--- src/source/lsu_pkg.sv ---
package lsu_pkg;

    // datapath widths
    localparam int XLEN   = 64;
    localparam int STRB_W = XLEN / 8;
    localparam int ILEN   = 32;

    // major opcodes, compared against instr[6:2]
    localparam logic [4:0] OPC_LOAD  = 5'b00000;
    localparam logic [4:0] OPC_STORE = 5'b01000;

    // access size from funct3[1:0]
    localparam logic [1:0] F3_B = 2'd0;
    localparam logic [1:0] F3_H = 2'd1;
    localparam logic [1:0] F3_W = 2'd2;
    localparam logic [1:0] F3_D = 2'd3;

    // funct3 bit that selects zero extension on loads
    localparam int F3_UNSIGNED_BIT = 2;

    // AXI response codes, anything but OKAY counts as an error
    localparam logic [1:0] RESP_OKAY = 2'b00;

    // response wait limit in cycles
    localparam int BUS_TIMEOUT = 64;
    localparam int TIMER_W     = 7;

endpackage

--- src/source/ls_decode.sv ---
`timescale 1ns/100ps

module ls_decode import lsu_pkg::*; (
    input  logic [ILEN-1:0] instr_i,
    input  logic [2:0]      addr_lsb_i,
    output logic            is_load_o,
    output logic            is_store_o,
    output logic [1:0]      size_o,
    output logic            is_unsigned_o,
    output logic            misaligned_o
);

    logic [4:0] opcode;
    logic [2:0] funct3;
    logic       align_fault;

    assign opcode = instr_i[6:2];
    assign funct3 = instr_i[14:12];

    assign is_load_o     = (opcode == OPC_LOAD);
    assign is_store_o    = (opcode == OPC_STORE);
    assign size_o        = funct3[1:0];
    assign is_unsigned_o = funct3[F3_UNSIGNED_BIT];

    // any address bit below the access size must be zero
    always_comb begin
        case (size_o)
            F3_B: begin
                align_fault = 1'b0;
            end
            F3_H: begin
                align_fault = addr_lsb_i[0];
            end
            F3_W: begin
                align_fault = |addr_lsb_i[1:0];
            end
            default: begin
                align_fault = |addr_lsb_i;
            end
        endcase
    end

    // only memory ops can fault
    assign misaligned_o = (is_load_o | is_store_o) & align_fault;

endmodule

--- src/source/store_align.sv ---
`timescale 1ns/100ps

module store_align import lsu_pkg::*; (
    input  logic [XLEN-1:0]   rs2_i,
    input  logic [2:0]        addr_lsb_i,
    input  logic [1:0]        size_i,
    output logic [XLEN-1:0]   wdata_o,
    output logic [STRB_W-1:0] wstrb_o
);

    // strobe pattern before it is moved to the addressed lane
    logic [STRB_W-1:0] strb_base;

    // copy the operand into every lane of its size,
    // the strobe then picks the lane the slave keeps
    always_comb begin
        case (size_i)
            F3_B: begin
                wdata_o   = {(XLEN / 8){rs2_i[7:0]}};
                strb_base = 8'b0000_0001;
            end
            F3_H: begin
                wdata_o   = {(XLEN / 16){rs2_i[15:0]}};
                strb_base = 8'b0000_0011;
            end
            F3_W: begin
                wdata_o   = {(XLEN / 32){rs2_i[31:0]}};
                strb_base = 8'b0000_1111;
            end
            default: begin
                wdata_o   = rs2_i;
                strb_base = 8'b1111_1111;
            end
        endcase
    end

    // double-word accesses are aligned, so the shift is zero for them
    assign wstrb_o = strb_base << addr_lsb_i;

endmodule

--- src/source/load_align.sv ---
`timescale 1ns/100ps

module load_align import lsu_pkg::*; (
    input  logic [XLEN-1:0] rdata_i,
    input  logic [2:0]      addr_lsb_i,
    input  logic [1:0]      size_i,
    input  logic            is_unsigned_i,
    output logic [XLEN-1:0] load_data_o
);

    logic [XLEN-1:0] shifted;
    logic            sign_b;
    logic            sign_h;
    logic            sign_w;

    // bring the addressed lane down to bit 0
    assign shifted = rdata_i >> {addr_lsb_i, 3'b000};

    // fill bit for each size, zero for the unsigned forms
    assign sign_b = ~is_unsigned_i & shifted[7];
    assign sign_h = ~is_unsigned_i & shifted[15];
    assign sign_w = ~is_unsigned_i & shifted[31];

    always_comb begin
        case (size_i)
            F3_B: begin
                load_data_o = {{(XLEN - 8){sign_b}}, shifted[7:0]};
            end
            F3_H: begin
                load_data_o = {{(XLEN - 16){sign_h}}, shifted[15:0]};
            end
            F3_W: begin
                load_data_o = {{(XLEN - 32){sign_w}}, shifted[31:0]};
            end
            default: begin
                // ld, nothing to extend
                load_data_o = rdata_i;
            end
        endcase
    end

endmodule

--- src/source/bus_timer.sv ---
`timescale 1ns/100ps

module bus_timer import lsu_pkg::*; (
    input  logic clk,
    input  logic rst_i,
    input  logic start_i,
    input  logic clear_i,
    output logic expired_o
);

    logic [TIMER_W-1:0] count_q;
    logic               armed_q;

    always_ff @(posedge clk) begin
        if (rst_i) begin
            count_q   <= '0;
            armed_q   <= 1'b0;
            expired_o <= 1'b0;
        end else if (start_i) begin
            count_q   <= '0;
            armed_q   <= 1'b1;
            expired_o <= 1'b0;
        end else if (clear_i) begin
            armed_q   <= 1'b0;
            expired_o <= 1'b0;
        end else if (armed_q) begin
            count_q <= count_q + 1'b1;
            // last counted cycle, flag sticks until cleared
            if (count_q == TIMER_W'(BUS_TIMEOUT - 1)) begin
                armed_q   <= 1'b0;
                expired_o <= 1'b1;
            end
        end
    end

endmodule

--- src/source/axil_ls_fsm.sv ---
`timescale 1ns/100ps

module axil_ls_fsm import lsu_pkg::*; (
    input  logic              clk,
    input  logic              rst_i,
    // request from execute
    input  logic              req_valid_i,
    output logic              req_ready_o,
    input  logic [XLEN-1:0]   addr_i,
    input  logic              is_load_i,
    input  logic              is_store_i,
    input  logic              misaligned_i,
    input  logic [1:0]        size_i,
    input  logic              is_unsigned_i,
    input  logic [XLEN-1:0]   wdata_i,
    input  logic [STRB_W-1:0] wstrb_i,
    // response timer
    output logic              timer_start_o,
    output logic              timer_clear_o,
    input  logic              timer_expired_i,
    // AXI4-Lite master
    output logic              m_awvalid_o,
    input  logic              m_awready_i,
    output logic [XLEN-1:0]   m_awaddr_o,
    output logic              m_wvalid_o,
    input  logic              m_wready_i,
    output logic [XLEN-1:0]   m_wdata_o,
    output logic [STRB_W-1:0] m_wstrb_o,
    input  logic              m_bvalid_i,
    output logic              m_bready_o,
    input  logic [1:0]        m_bresp_i,
    output logic              m_arvalid_o,
    input  logic              m_arready_i,
    output logic [XLEN-1:0]   m_araddr_o,
    input  logic              m_rvalid_i,
    output logic              m_rready_o,
    input  logic [XLEN-1:0]   m_rdata_i,
    input  logic [1:0]        m_rresp_i,
    // result side
    output logic [XLEN-1:0]   rdata_o,
    output logic [2:0]        rsp_lsb_o,
    output logic [1:0]        rsp_size_o,
    output logic              rsp_unsigned_o,
    output logic              load_sel_o,
    output logic              rsp_valid_o,
    output logic              rsp_err_o
);

    typedef enum logic [2:0] {
        S_IDLE,
        S_COMPLETE,
        S_WADDR,
        S_WRESP,
        S_RADDR,
        S_RDATA,
        S_DRAIN
    } state_t;

    state_t            state_q;
    logic              awvalid_q;
    logic              wvalid_q;
    logic              arvalid_q;
    logic              tmo_rsp_q;
    logic              err_q;
    logic              load_sel_q;
    logic              is_store_q;
    logic [XLEN-1:0]   addr_q;
    logic [XLEN-1:0]   wdata_q;
    logic [STRB_W-1:0] wstrb_q;
    logic [XLEN-1:0]   rdata_q;
    logic [1:0]        size_q;
    logic              unsigned_q;

    logic req_fire;
    logic mem_go;
    logic aw_hs;
    logic w_hs;
    logic ar_hs;
    logic b_hs;
    logic r_hs;
    logic aw_pend;
    logic w_pend;

    assign req_ready_o = (state_q == S_IDLE);
    assign req_fire    = req_valid_i & req_ready_o;
    assign mem_go      = (is_load_i | is_store_i) & ~misaligned_i;

    assign aw_hs   = awvalid_q & m_awready_i;
    assign w_hs    = wvalid_q & m_wready_i;
    assign ar_hs   = arvalid_q & m_arready_i;
    assign b_hs    = m_bvalid_i & m_bready_o;
    assign r_hs    = m_rvalid_i & m_rready_o;
    // still outstanding after this cycle
    assign aw_pend = awvalid_q & ~m_awready_i;
    assign w_pend  = wvalid_q & ~m_wready_i;

    // double-word base address on both channels
    assign m_awaddr_o  = {addr_q[XLEN-1:3], 3'b000};
    assign m_araddr_o  = {addr_q[XLEN-1:3], 3'b000};
    assign m_awvalid_o = awvalid_q;
    assign m_wvalid_o  = wvalid_q;
    assign m_arvalid_o = arvalid_q;
    assign m_wdata_o   = wdata_q;
    assign m_wstrb_o   = wstrb_q;

    // in drain only the channel of the hung transaction is accepted
    assign m_bready_o = (state_q == S_WRESP) | ((state_q == S_DRAIN) & is_store_q);
    assign m_rready_o = (state_q == S_RDATA) | ((state_q == S_DRAIN) & ~is_store_q);

    assign timer_start_o = req_fire & mem_go;
    assign timer_clear_o = (state_q == S_COMPLETE) | (state_q == S_DRAIN);

    // normal results leave through COMPLETE, a timeout answers from drain entry
    assign rsp_valid_o    = (state_q == S_COMPLETE) | tmo_rsp_q;
    assign rsp_err_o      = err_q;
    assign load_sel_o     = load_sel_q;
    assign rdata_o        = load_sel_q ? rdata_q : '0;
    assign rsp_lsb_o      = addr_q[2:0];
    assign rsp_size_o     = size_q;
    assign rsp_unsigned_o = unsigned_q;

    always_ff @(posedge clk) begin
        if (rst_i) begin
            state_q    <= S_IDLE;
            awvalid_q  <= 1'b0;
            wvalid_q   <= 1'b0;
            arvalid_q  <= 1'b0;
            tmo_rsp_q  <= 1'b0;
            err_q      <= 1'b0;
            load_sel_q <= 1'b0;
        end else begin
            tmo_rsp_q <= 1'b0;
            // valids drop at their own handshake in any state
            if (aw_hs) begin
                awvalid_q <= 1'b0;
            end
            if (w_hs) begin
                wvalid_q <= 1'b0;
            end
            if (ar_hs) begin
                arvalid_q <= 1'b0;
            end

            case (state_q)
                S_IDLE: begin
                    if (req_fire) begin
                        err_q      <= misaligned_i;
                        load_sel_q <= 1'b0;
                        if (mem_go && is_store_i) begin
                            awvalid_q <= 1'b1;
                            wvalid_q  <= 1'b1;
                            state_q   <= S_WADDR;
                        end else if (mem_go) begin
                            arvalid_q <= 1'b1;
                            state_q   <= S_RADDR;
                        end else begin
                            state_q <= S_COMPLETE;
                        end
                    end
                end
                S_WADDR: begin
                    if (timer_expired_i) begin
                        tmo_rsp_q <= 1'b1;
                        err_q     <= 1'b1;
                        state_q   <= S_DRAIN;
                    end else if (!aw_pend && !w_pend) begin
                        state_q <= S_WRESP;
                    end
                end
                S_WRESP: begin
                    if (b_hs) begin
                        err_q   <= (m_bresp_i != RESP_OKAY);
                        state_q <= S_COMPLETE;
                    end else if (timer_expired_i) begin
                        tmo_rsp_q <= 1'b1;
                        err_q     <= 1'b1;
                        state_q   <= S_DRAIN;
                    end
                end
                S_RADDR: begin
                    if (timer_expired_i) begin
                        tmo_rsp_q <= 1'b1;
                        err_q     <= 1'b1;
                        state_q   <= S_DRAIN;
                    end else if (ar_hs) begin
                        state_q <= S_RDATA;
                    end
                end
                S_RDATA: begin
                    if (r_hs) begin
                        err_q      <= (m_rresp_i != RESP_OKAY);
                        load_sel_q <= (m_rresp_i == RESP_OKAY);
                        state_q    <= S_COMPLETE;
                    end else if (timer_expired_i) begin
                        tmo_rsp_q <= 1'b1;
                        err_q     <= 1'b1;
                        state_q   <= S_DRAIN;
                    end
                end
                S_COMPLETE: begin
                    state_q <= S_IDLE;
                end
                S_DRAIN: begin
                    // late response is thrown away
                    if (b_hs || r_hs) begin
                        state_q <= S_IDLE;
                    end
                end
                default: begin
                    state_q <= S_IDLE;
                end
            endcase
        end
    end

    // request payload and read data
    always_ff @(posedge clk) begin
        if (req_fire) begin
            addr_q     <= addr_i;
            wdata_q    <= wdata_i;
            wstrb_q    <= wstrb_i;
            size_q     <= size_i;
            unsigned_q <= is_unsigned_i;
            is_store_q <= is_store_i;
        end
        if ((state_q == S_RDATA) && r_hs) begin
            rdata_q <= m_rdata_i;
        end
    end

endmodule

--- src/source/ls_unit.sv ---
`timescale 1ns/100ps

module ls_unit import lsu_pkg::*; (
    input  logic              clk,
    input  logic              rst_i,
    // request from execute
    input  logic              req_valid_i,
    output logic              req_ready_o,
    input  logic [ILEN-1:0]   instr_i,
    input  logic [XLEN-1:0]   addr_i,
    input  logic [XLEN-1:0]   rs2_i,
    // result to write-back
    output logic              rsp_valid_o,
    output logic [XLEN-1:0]   rsp_data_o,
    output logic              rsp_err_o,
    // AXI4-Lite master
    output logic              m_awvalid_o,
    input  logic              m_awready_i,
    output logic [XLEN-1:0]   m_awaddr_o,
    output logic              m_wvalid_o,
    input  logic              m_wready_i,
    output logic [XLEN-1:0]   m_wdata_o,
    output logic [STRB_W-1:0] m_wstrb_o,
    input  logic              m_bvalid_i,
    output logic              m_bready_o,
    input  logic [1:0]        m_bresp_i,
    output logic              m_arvalid_o,
    input  logic              m_arready_i,
    output logic [XLEN-1:0]   m_araddr_o,
    input  logic              m_rvalid_i,
    output logic              m_rready_o,
    input  logic [XLEN-1:0]   m_rdata_i,
    input  logic [1:0]        m_rresp_i
);

    // request path
    logic              is_load;
    logic              is_store;
    logic [1:0]        size;
    logic              is_unsigned;
    logic              misaligned;
    logic [XLEN-1:0]   st_wdata;
    logic [STRB_W-1:0] st_wstrb;

    // response path, registered in the FSM
    logic [XLEN-1:0]   rsp_rdata;
    logic [2:0]        rsp_lsb;
    logic [1:0]        rsp_size;
    logic              rsp_unsigned;

    logic              timer_start;
    logic              timer_clear;
    logic              timer_expired;

    ls_decode u_decode (
        .instr_i       (instr_i),
        .addr_lsb_i    (addr_i[2:0]),
        .is_load_o     (is_load),
        .is_store_o    (is_store),
        .size_o        (size),
        .is_unsigned_o (is_unsigned),
        .misaligned_o  (misaligned)
    );

    store_align u_store_align (
        .rs2_i      (rs2_i),
        .addr_lsb_i (addr_i[2:0]),
        .size_i     (size),
        .wdata_o    (st_wdata),
        .wstrb_o    (st_wstrb)
    );

    // rdata is already zero when the result is not load data
    load_align u_load_align (
        .rdata_i       (rsp_rdata),
        .addr_lsb_i    (rsp_lsb),
        .size_i        (rsp_size),
        .is_unsigned_i (rsp_unsigned),
        .load_data_o   (rsp_data_o)
    );

    bus_timer u_timer (
        .clk       (clk),
        .rst_i     (rst_i),
        .start_i   (timer_start),
        .clear_i   (timer_clear),
        .expired_o (timer_expired)
    );

    axil_ls_fsm u_fsm (
        .clk             (clk),
        .rst_i           (rst_i),
        .req_valid_i     (req_valid_i),
        .req_ready_o     (req_ready_o),
        .addr_i          (addr_i),
        .is_load_i       (is_load),
        .is_store_i      (is_store),
        .misaligned_i    (misaligned),
        .size_i          (size),
        .is_unsigned_i   (is_unsigned),
        .wdata_i         (st_wdata),
        .wstrb_i         (st_wstrb),
        .timer_start_o   (timer_start),
        .timer_clear_o   (timer_clear),
        .timer_expired_i (timer_expired),
        .m_awvalid_o     (m_awvalid_o),
        .m_awready_i     (m_awready_i),
        .m_awaddr_o      (m_awaddr_o),
        .m_wvalid_o      (m_wvalid_o),
        .m_wready_i      (m_wready_i),
        .m_wdata_o       (m_wdata_o),
        .m_wstrb_o       (m_wstrb_o),
        .m_bvalid_i      (m_bvalid_i),
        .m_bready_o      (m_bready_o),
        .m_bresp_i       (m_bresp_i),
        .m_arvalid_o     (m_arvalid_o),
        .m_arready_i     (m_arready_i),
        .m_araddr_o      (m_araddr_o),
        .m_rvalid_i      (m_rvalid_i),
        .m_rready_o      (m_rready_o),
        .m_rdata_i       (m_rdata_i),
        .m_rresp_i       (m_rresp_i),
        .rdata_o         (rsp_rdata),
        .rsp_lsb_o       (rsp_lsb),
        .rsp_size_o      (rsp_size),
        .rsp_unsigned_o  (rsp_unsigned),
        .load_sel_o      (),
        .rsp_valid_o     (rsp_valid_o),
        .rsp_err_o       (rsp_err_o)
    );

endmodule

--- config.mk ---
export PLATFORM = sky130hd
export DESIGN_NAME = ls_unit
export DESIGN_NICKNAME = d
export VERILOG_FILES = /design/src/source/lsu_pkg.sv /design/src/source/ls_decode.sv /design/src/source/store_align.sv /design/src/source/load_align.sv /design/src/source/bus_timer.sv /design/src/source/axil_ls_fsm.sv /design/src/source/ls_unit.sv
export SDC_FILE = /design/constraint.sdc
export NUM_CORES = 1
export LEC_CHECK = 0
export BUFFER_PORTS_ARGS = -buffer_cell sky130_fd_sc_hd__buf_4
export CAP_MARGIN = 20
export CORE_AREA = 2 2 199 201
export DETAILED_ROUTE_END_ITERATION = 12
export DIE_AREA = 0 0 201 203
export SLEW_MARGIN = 20
export SYNTH_ARGS = -nofsm -noshare
export SYNTH_HDL_FRONTEND = slang
export SYNTH_SLANG_ARGS = --single-unit
--- constraint.sdc ---
create_clock -name clk -period 16.2 [get_ports clk]
set_input_delay 3.24 -clock clk [delete_from_list [all_inputs] [get_ports clk]]
set_output_delay 3.24 -clock clk [all_outputs]
set_load 0.03 [all_outputs]
# After elaboration in Yosys (flattened, before gate mapping)
# Cells that the tools add are included.
# Widths: inputs -> output; s select.
# classes
n_addsub	1
n_reduce_logical	25
eq_ne	17
bitwise_logic	27
n_mux	46
n_shift	2
# op_table
op	count
$pmux 64 s3	2
$mux 64	1
$shr 64x6->32	1
$mux 3	11
$mux 1	26
$pmux 8 s3	1
$pmux 3 s6	1
$and 1x1->1	16
$eq 3x3->1 const B	3
$shl 8x3->8	1
$add 7x1->7 const B	1
$eq 7x6->1 const B	1
$eq 3x2->1 const B	2
$logic_not 2->1	3
$ne 3x2->1 const B	2
$not 1->1	6
$pmux 1 s3	2
$reduce_and 2->1	3
$reduce_bool 2->1	3
$reduce_or 2->1	3
$reduce_or 3->1	2
$eq 5x4->1 const B	1
$logic_not 5->1	1
$or 1x1->1	5
14 further kinds	20
# word_totals
input_bits	236
wordCells	135
output_inout_bits	272
regBits	222

# Depth between registers and ports, before layout
# depth
word_depth	9
depth_mapped	8
depth_no_buf	5

# By module
# A second synthesis with hierarchy kept.
# hier_totals
hier_cells	1027
hier_area_um2	12039.0
# by_module_without_submodules
mod	n_inst	seq_area_each_um2	cells_each	area_each_um2
axil_ls_fsm	1	6306.0	438	7777.5
load_align	1	0.0	372	2534.9
store_align	1	0.0	162	1248.7
bus_timer	1	180.2	45	415.4
ls_decode	1	0.0	10	62.6

# Worst setup path after synthesis
# Ideal clock, no wire load.
# synth_path
path_kind	input to register
from	input port req_valid_i
to	register u_timer.count_q[0]
arrival_ps	14844
setup_ps	124
required_ps	16076
stages	6
path_slack_ps	1232
n_path_buf	1
cell_sequence	nor2b_1 > nor3b_1 > nand2_1 > nand2b_1 > clkbuf_1 > nor2_1
# synth_between
elab_chain_len	3
# synth_rtl
item	line_no	source
start, declared	ls_unit.sv:7	input logic req_valid_i,
$and 1x1->1	axil_ls_fsm.sv:85	assign req_fire = req_valid_i & req_ready_o;
via u_fsm.req_fire	axil_ls_fsm.sv:74	logic req_fire;
$and 1x1->1	axil_ls_fsm.sv:110	assign timer_start_o = req_fire & mem_go;
$reduce_or 2->1 (no source line)	--	
end signal, assigned	bus_timer.sv:27	count_q <= count_q + 1'b1;
end, declared	bus_timer.sv:11	logic [TIMER_W-1:0] count_q;
# The timed path passes the listed nets, and every way through them passes these cells.
# A chain may end at the register's enable or synchronous reset.

# Final worst setup path
# layout_path
from	register u_fsm.addr_q[0]
to	output port rsp_data_o[57]
# layout_between
elab_chain_len	3
elab_cells_between_ends	5
classes_between	1 x shift; 1 x mux; 3 x bitwise
# layout_rtl
item	line_no	source
start, declared	axil_ls_fsm.sv:67	logic [XLEN-1:0] addr_q;
start signal, assigned	axil_ls_fsm.sv:219	addr_q <= addr_i;
$shr 64x6->32 *	load_align.sv:17	assign shifted = rdata_i >> {addr_lsb_i, 3'b000};
$and 1x1->1, on equally long branches	load_align.sv:22, load_align.sv:20, load_align.sv:21	
$pmux 64 s3 *	load_align.sv:25	case (size_i)
end, declared	ls_unit.sv:14	output logic [XLEN-1:0] rsp_data_o,
# Every way passes the cells marked *; elsewhere a longest branch is shown, timed or not.

==> flow_summary.toml <==
[die]
ioPinCount = 508
fp.dieW_um = 201
core_um2 = 38500
die-height_um = 203
die_area_um2 = 40800
rows = 72
start_util_pct = 29.0

[grt]
grt_pass1_wl_um = 56300
antenna_found_initial = 8
overflow = 0
grt_pass1_vias = 8875
grt_start_max_net_pins = 74
grt_usage_pct = 18.2

[worst_setup_path]
critPathMaxFanout = 67
cp_top_family = "buffers and inverters"
crit_arrival_ns = 3.74
reg2regPathDepth = 4
worst-path-buf-inv = 3
cp.required_ns = 12.96
start_kind = "register"
critPathMaxStageDelay_ns = 0.72
r2r-start = "u_fsm.state_q[0]"
crit_chain = "buf_4 > mux2_2 > a32o_1 > o21ai_4 > o221ai_2 > buf_4 > a21o_1 > buf_4"
cpMostUsedCell = "buf_4"
end_kind = "output pin"
rrSetupSlack_ns = 13.30
rr_endpoint = "u_fsm.m_wdata_o[23]"
slowest_stage = "buf_4"
path_class = "reg -> out"

[synth]
synth_cell_type_count = 65
syn_area_per_cell_um2 = 12.5
synth-simple-area-share_pct = 7.50
yosysSeqAreaShare_pct = 58.1
yosys.area_share.adder_pct = 0.202
synthArstFlopShare_pct = 0
syn-cell-area_um2 = 11200
synth-xor-area-share_pct = 0.550
synth_flop_cell = "edfxtp_1"
synthCells = 894
synth_top_family_by_area = "compound AO/OA/AOI/OAI gates"
synth_mux_area_share_pct = 12.4
ys_ff_latch = 222
synth_edf_count = 204
synth_compound_area_share_pct = 13.6
yosysWarningCount = 0

[timing]
hold_viol = 0
tightest_slew_ns = 1.07
timing.final.crit_share_pct = 43.1
slew-limit-headroom_pct = 28.5
finalSetupTns_ns = 0
layout_setup_ws_ns = 9.22
finalSetupViolations = 0
maxSlewViolCount = 0
fmax_mhz = 143
period_minus_slack_ns = 6.98
rsz0062_at_grt = "false"
skew_ns = 0.0107

[drt]
drc = 0
viasPerCell = 4.82
wl_per_cell_um = 21.3
first_iter_violations = 587
final_antenna_net_count = 0
firstDrtPassIters = 5
num_vias = 8835
wirelength_um = 39100

[placed_design]
place_ws_ns = 9.75
io_buffers = 477
dp_hpwl_um = 28300
place_inst = 1776
placed_area_um2 = 14700
routabilityCongestion = 0.904

[power_and_ir_drop]
powerDensity_nw_per_um2 = 135
ir_worst_vdd_mv = 0.0802
leakagePower_uw = 0.00661
power_uw = 2110

[layout]
fillCellCount = 3612
finalInstanceArea_um2 = 15600
final_common_cell = "buf_4"
drive_above_1_share_pct = 45.4
nets = 1524
syn2layout_area_growth_pct = 40.1
fin_cells = 1833
mostFrequentLayoutCells = "487 x buf_4, 204 x edfxtp_1, 79 x a21oi_1"
register_area_um2 = 6490
multiInputGateArea_um2 = 3850

[min_path]
worstHoldEndpoint = "u_fsm.m_awvalid_o"
hp-class = "reg -> reg"
holdPathStages = 2
holdCritStartpoint = "u_fsm.m_awvalid_o"

[clocking]
cts-root-buf = "clkbuf_16"
cts_num_sinks = 222
ctsResizeCount = 0
cts_inserted_buffers = 27
clk_latency_ns = 0.56
clock_path_buffers = 3
holdBufCountCts = 0
cts_tree = "done"
htreeDepth = 1
path_clk_slew_ns = 0.06
cts_setup_buffers = 0

[run_status]
status = "complete, no violations"

[run]
drv_cap = 0
[cells in the mapped netlist, drive strengths merged, types with 13 or more instances]
| library cell | number | area share [%] |
|---|---|---|
| a21oi | 79 | 3.5 |
| mux2 | 47 | 4.8 |
| nand3 | 13 | 0.58 |
| buf | 93 | 5.9 |
| o21ai | 31 | 1.5 |
| clkbuf | 35 | 1.2 |
| edfxtp | 204 | 55 |
| inv | 15 | 0.50 |
| nand2 | 53 | 1.8 |
| mux2i | 60 | 5.4 |
| a21o | 33 | 2.2 |
| dfxtp | 18 | 3.2 |
| a211oi | 25 | 1.7 |
| nor2 | 35 | 1.2 |
[how the worst max path moves through the flow]
stage                    start                  to  depth (start not counted)
2_1_floorplan      req_valid_i  u_timer.count_q[0]                          6
3_3_place_gp   u_fsm.addr_q[0]      rsp_data_o[57]                          8
3_5_place_dp   u_fsm.addr_q[0]      rsp_data_o[57]                          8
4_1_cts        u_fsm.addr_q[0]      rsp_data_o[57]                          8
5_1_grt        u_fsm.addr_q[0]      rsp_data_o[57]                          8
6_report       u_fsm.addr_q[0]      rsp_data_o[57]                          8
[kinds of logic after synthesis]
logic type / Yosys count
flip-flops: 222
XOR/XNOR: 7
AO/OA/AOI/OAI: 230
multiplexers: 118
buffers and inverters: 144
other: 1
adder cells (fa/ha/maj): 2
AND/OR/NAND/NOR: 170
[final cells by class]
cell class / instances / area share [%]
diodes: 8 / 0.128
clock buffers: 30 / 4.40
clock inverters: 19 / 1.38
inverters: 16 / 0.384
multi-input cells: 533 / 24.7
flip-flops and latches: 222 / 41.5
well taps: 518 / 4.15
repair buffers: 487 / 23.4
[through the flow]
stage	utilization (%)	hold slack [ns]
after floorplan	-	0.471
after global placement	38.2	0.472
after detailed placement	38.2	0.480
after CTS	40.6	0.509
after global routing	40.6	0.540
final	40.6	0.508
[routing by layer]
metal	part of all wire [%]	GRT usage, %	vias to the layer above
met5	0	0	-
met4	3.5	6.64	0
met3	9.1	6.18	72
met2	51	31.7	408
met1	37	20.6	4240
li1	-	-	4115
[sequential cells by signal (all words and copies together) (netlist names)]
register and count:
u_fsm.m_wvalid_o 1, u_fsm.state_q 3, u_fsm.m_wstrb_o 8, u_fsm.rsp_err_o 1
u_fsm.rsp_size_o 2, u_timer.expired_o 1, u_fsm.load_sel_o 1, u_fsm.is_store_q 1
u_timer.count_q 7, u_fsm.addr_q 64, u_fsm.m_awvalid_o 1, u_fsm.rsp_unsigned_o 1
u_fsm.tmo_rsp_q 1, u_timer.armed_q 1, u_fsm.rdata_q 64, u_fsm.m_arvalid_o 1
u_fsm.m_wdata_o 64
[report_power, final]
part | leakage (uW) | total [uW] | internal (uW) | switching [uW]
logic | 0.00412 | 692 | 244 | 448
clock network | 0.000437 | 623 | 370 | 252
registers | 0.00205 | 792 | 741 | 51.1
total | 0.00661 | 2110 | 1360 | 751
[worst register-to-register path, stage by stage, from the launching register on]
cell and delay (ns):
dfxtp_1 0.42, nor2b_1 0.21, nor3b_2 0.18, buf_4 0.78, buf_4 0.83
No activity file was read; power rests on OpenSTA's default activity.
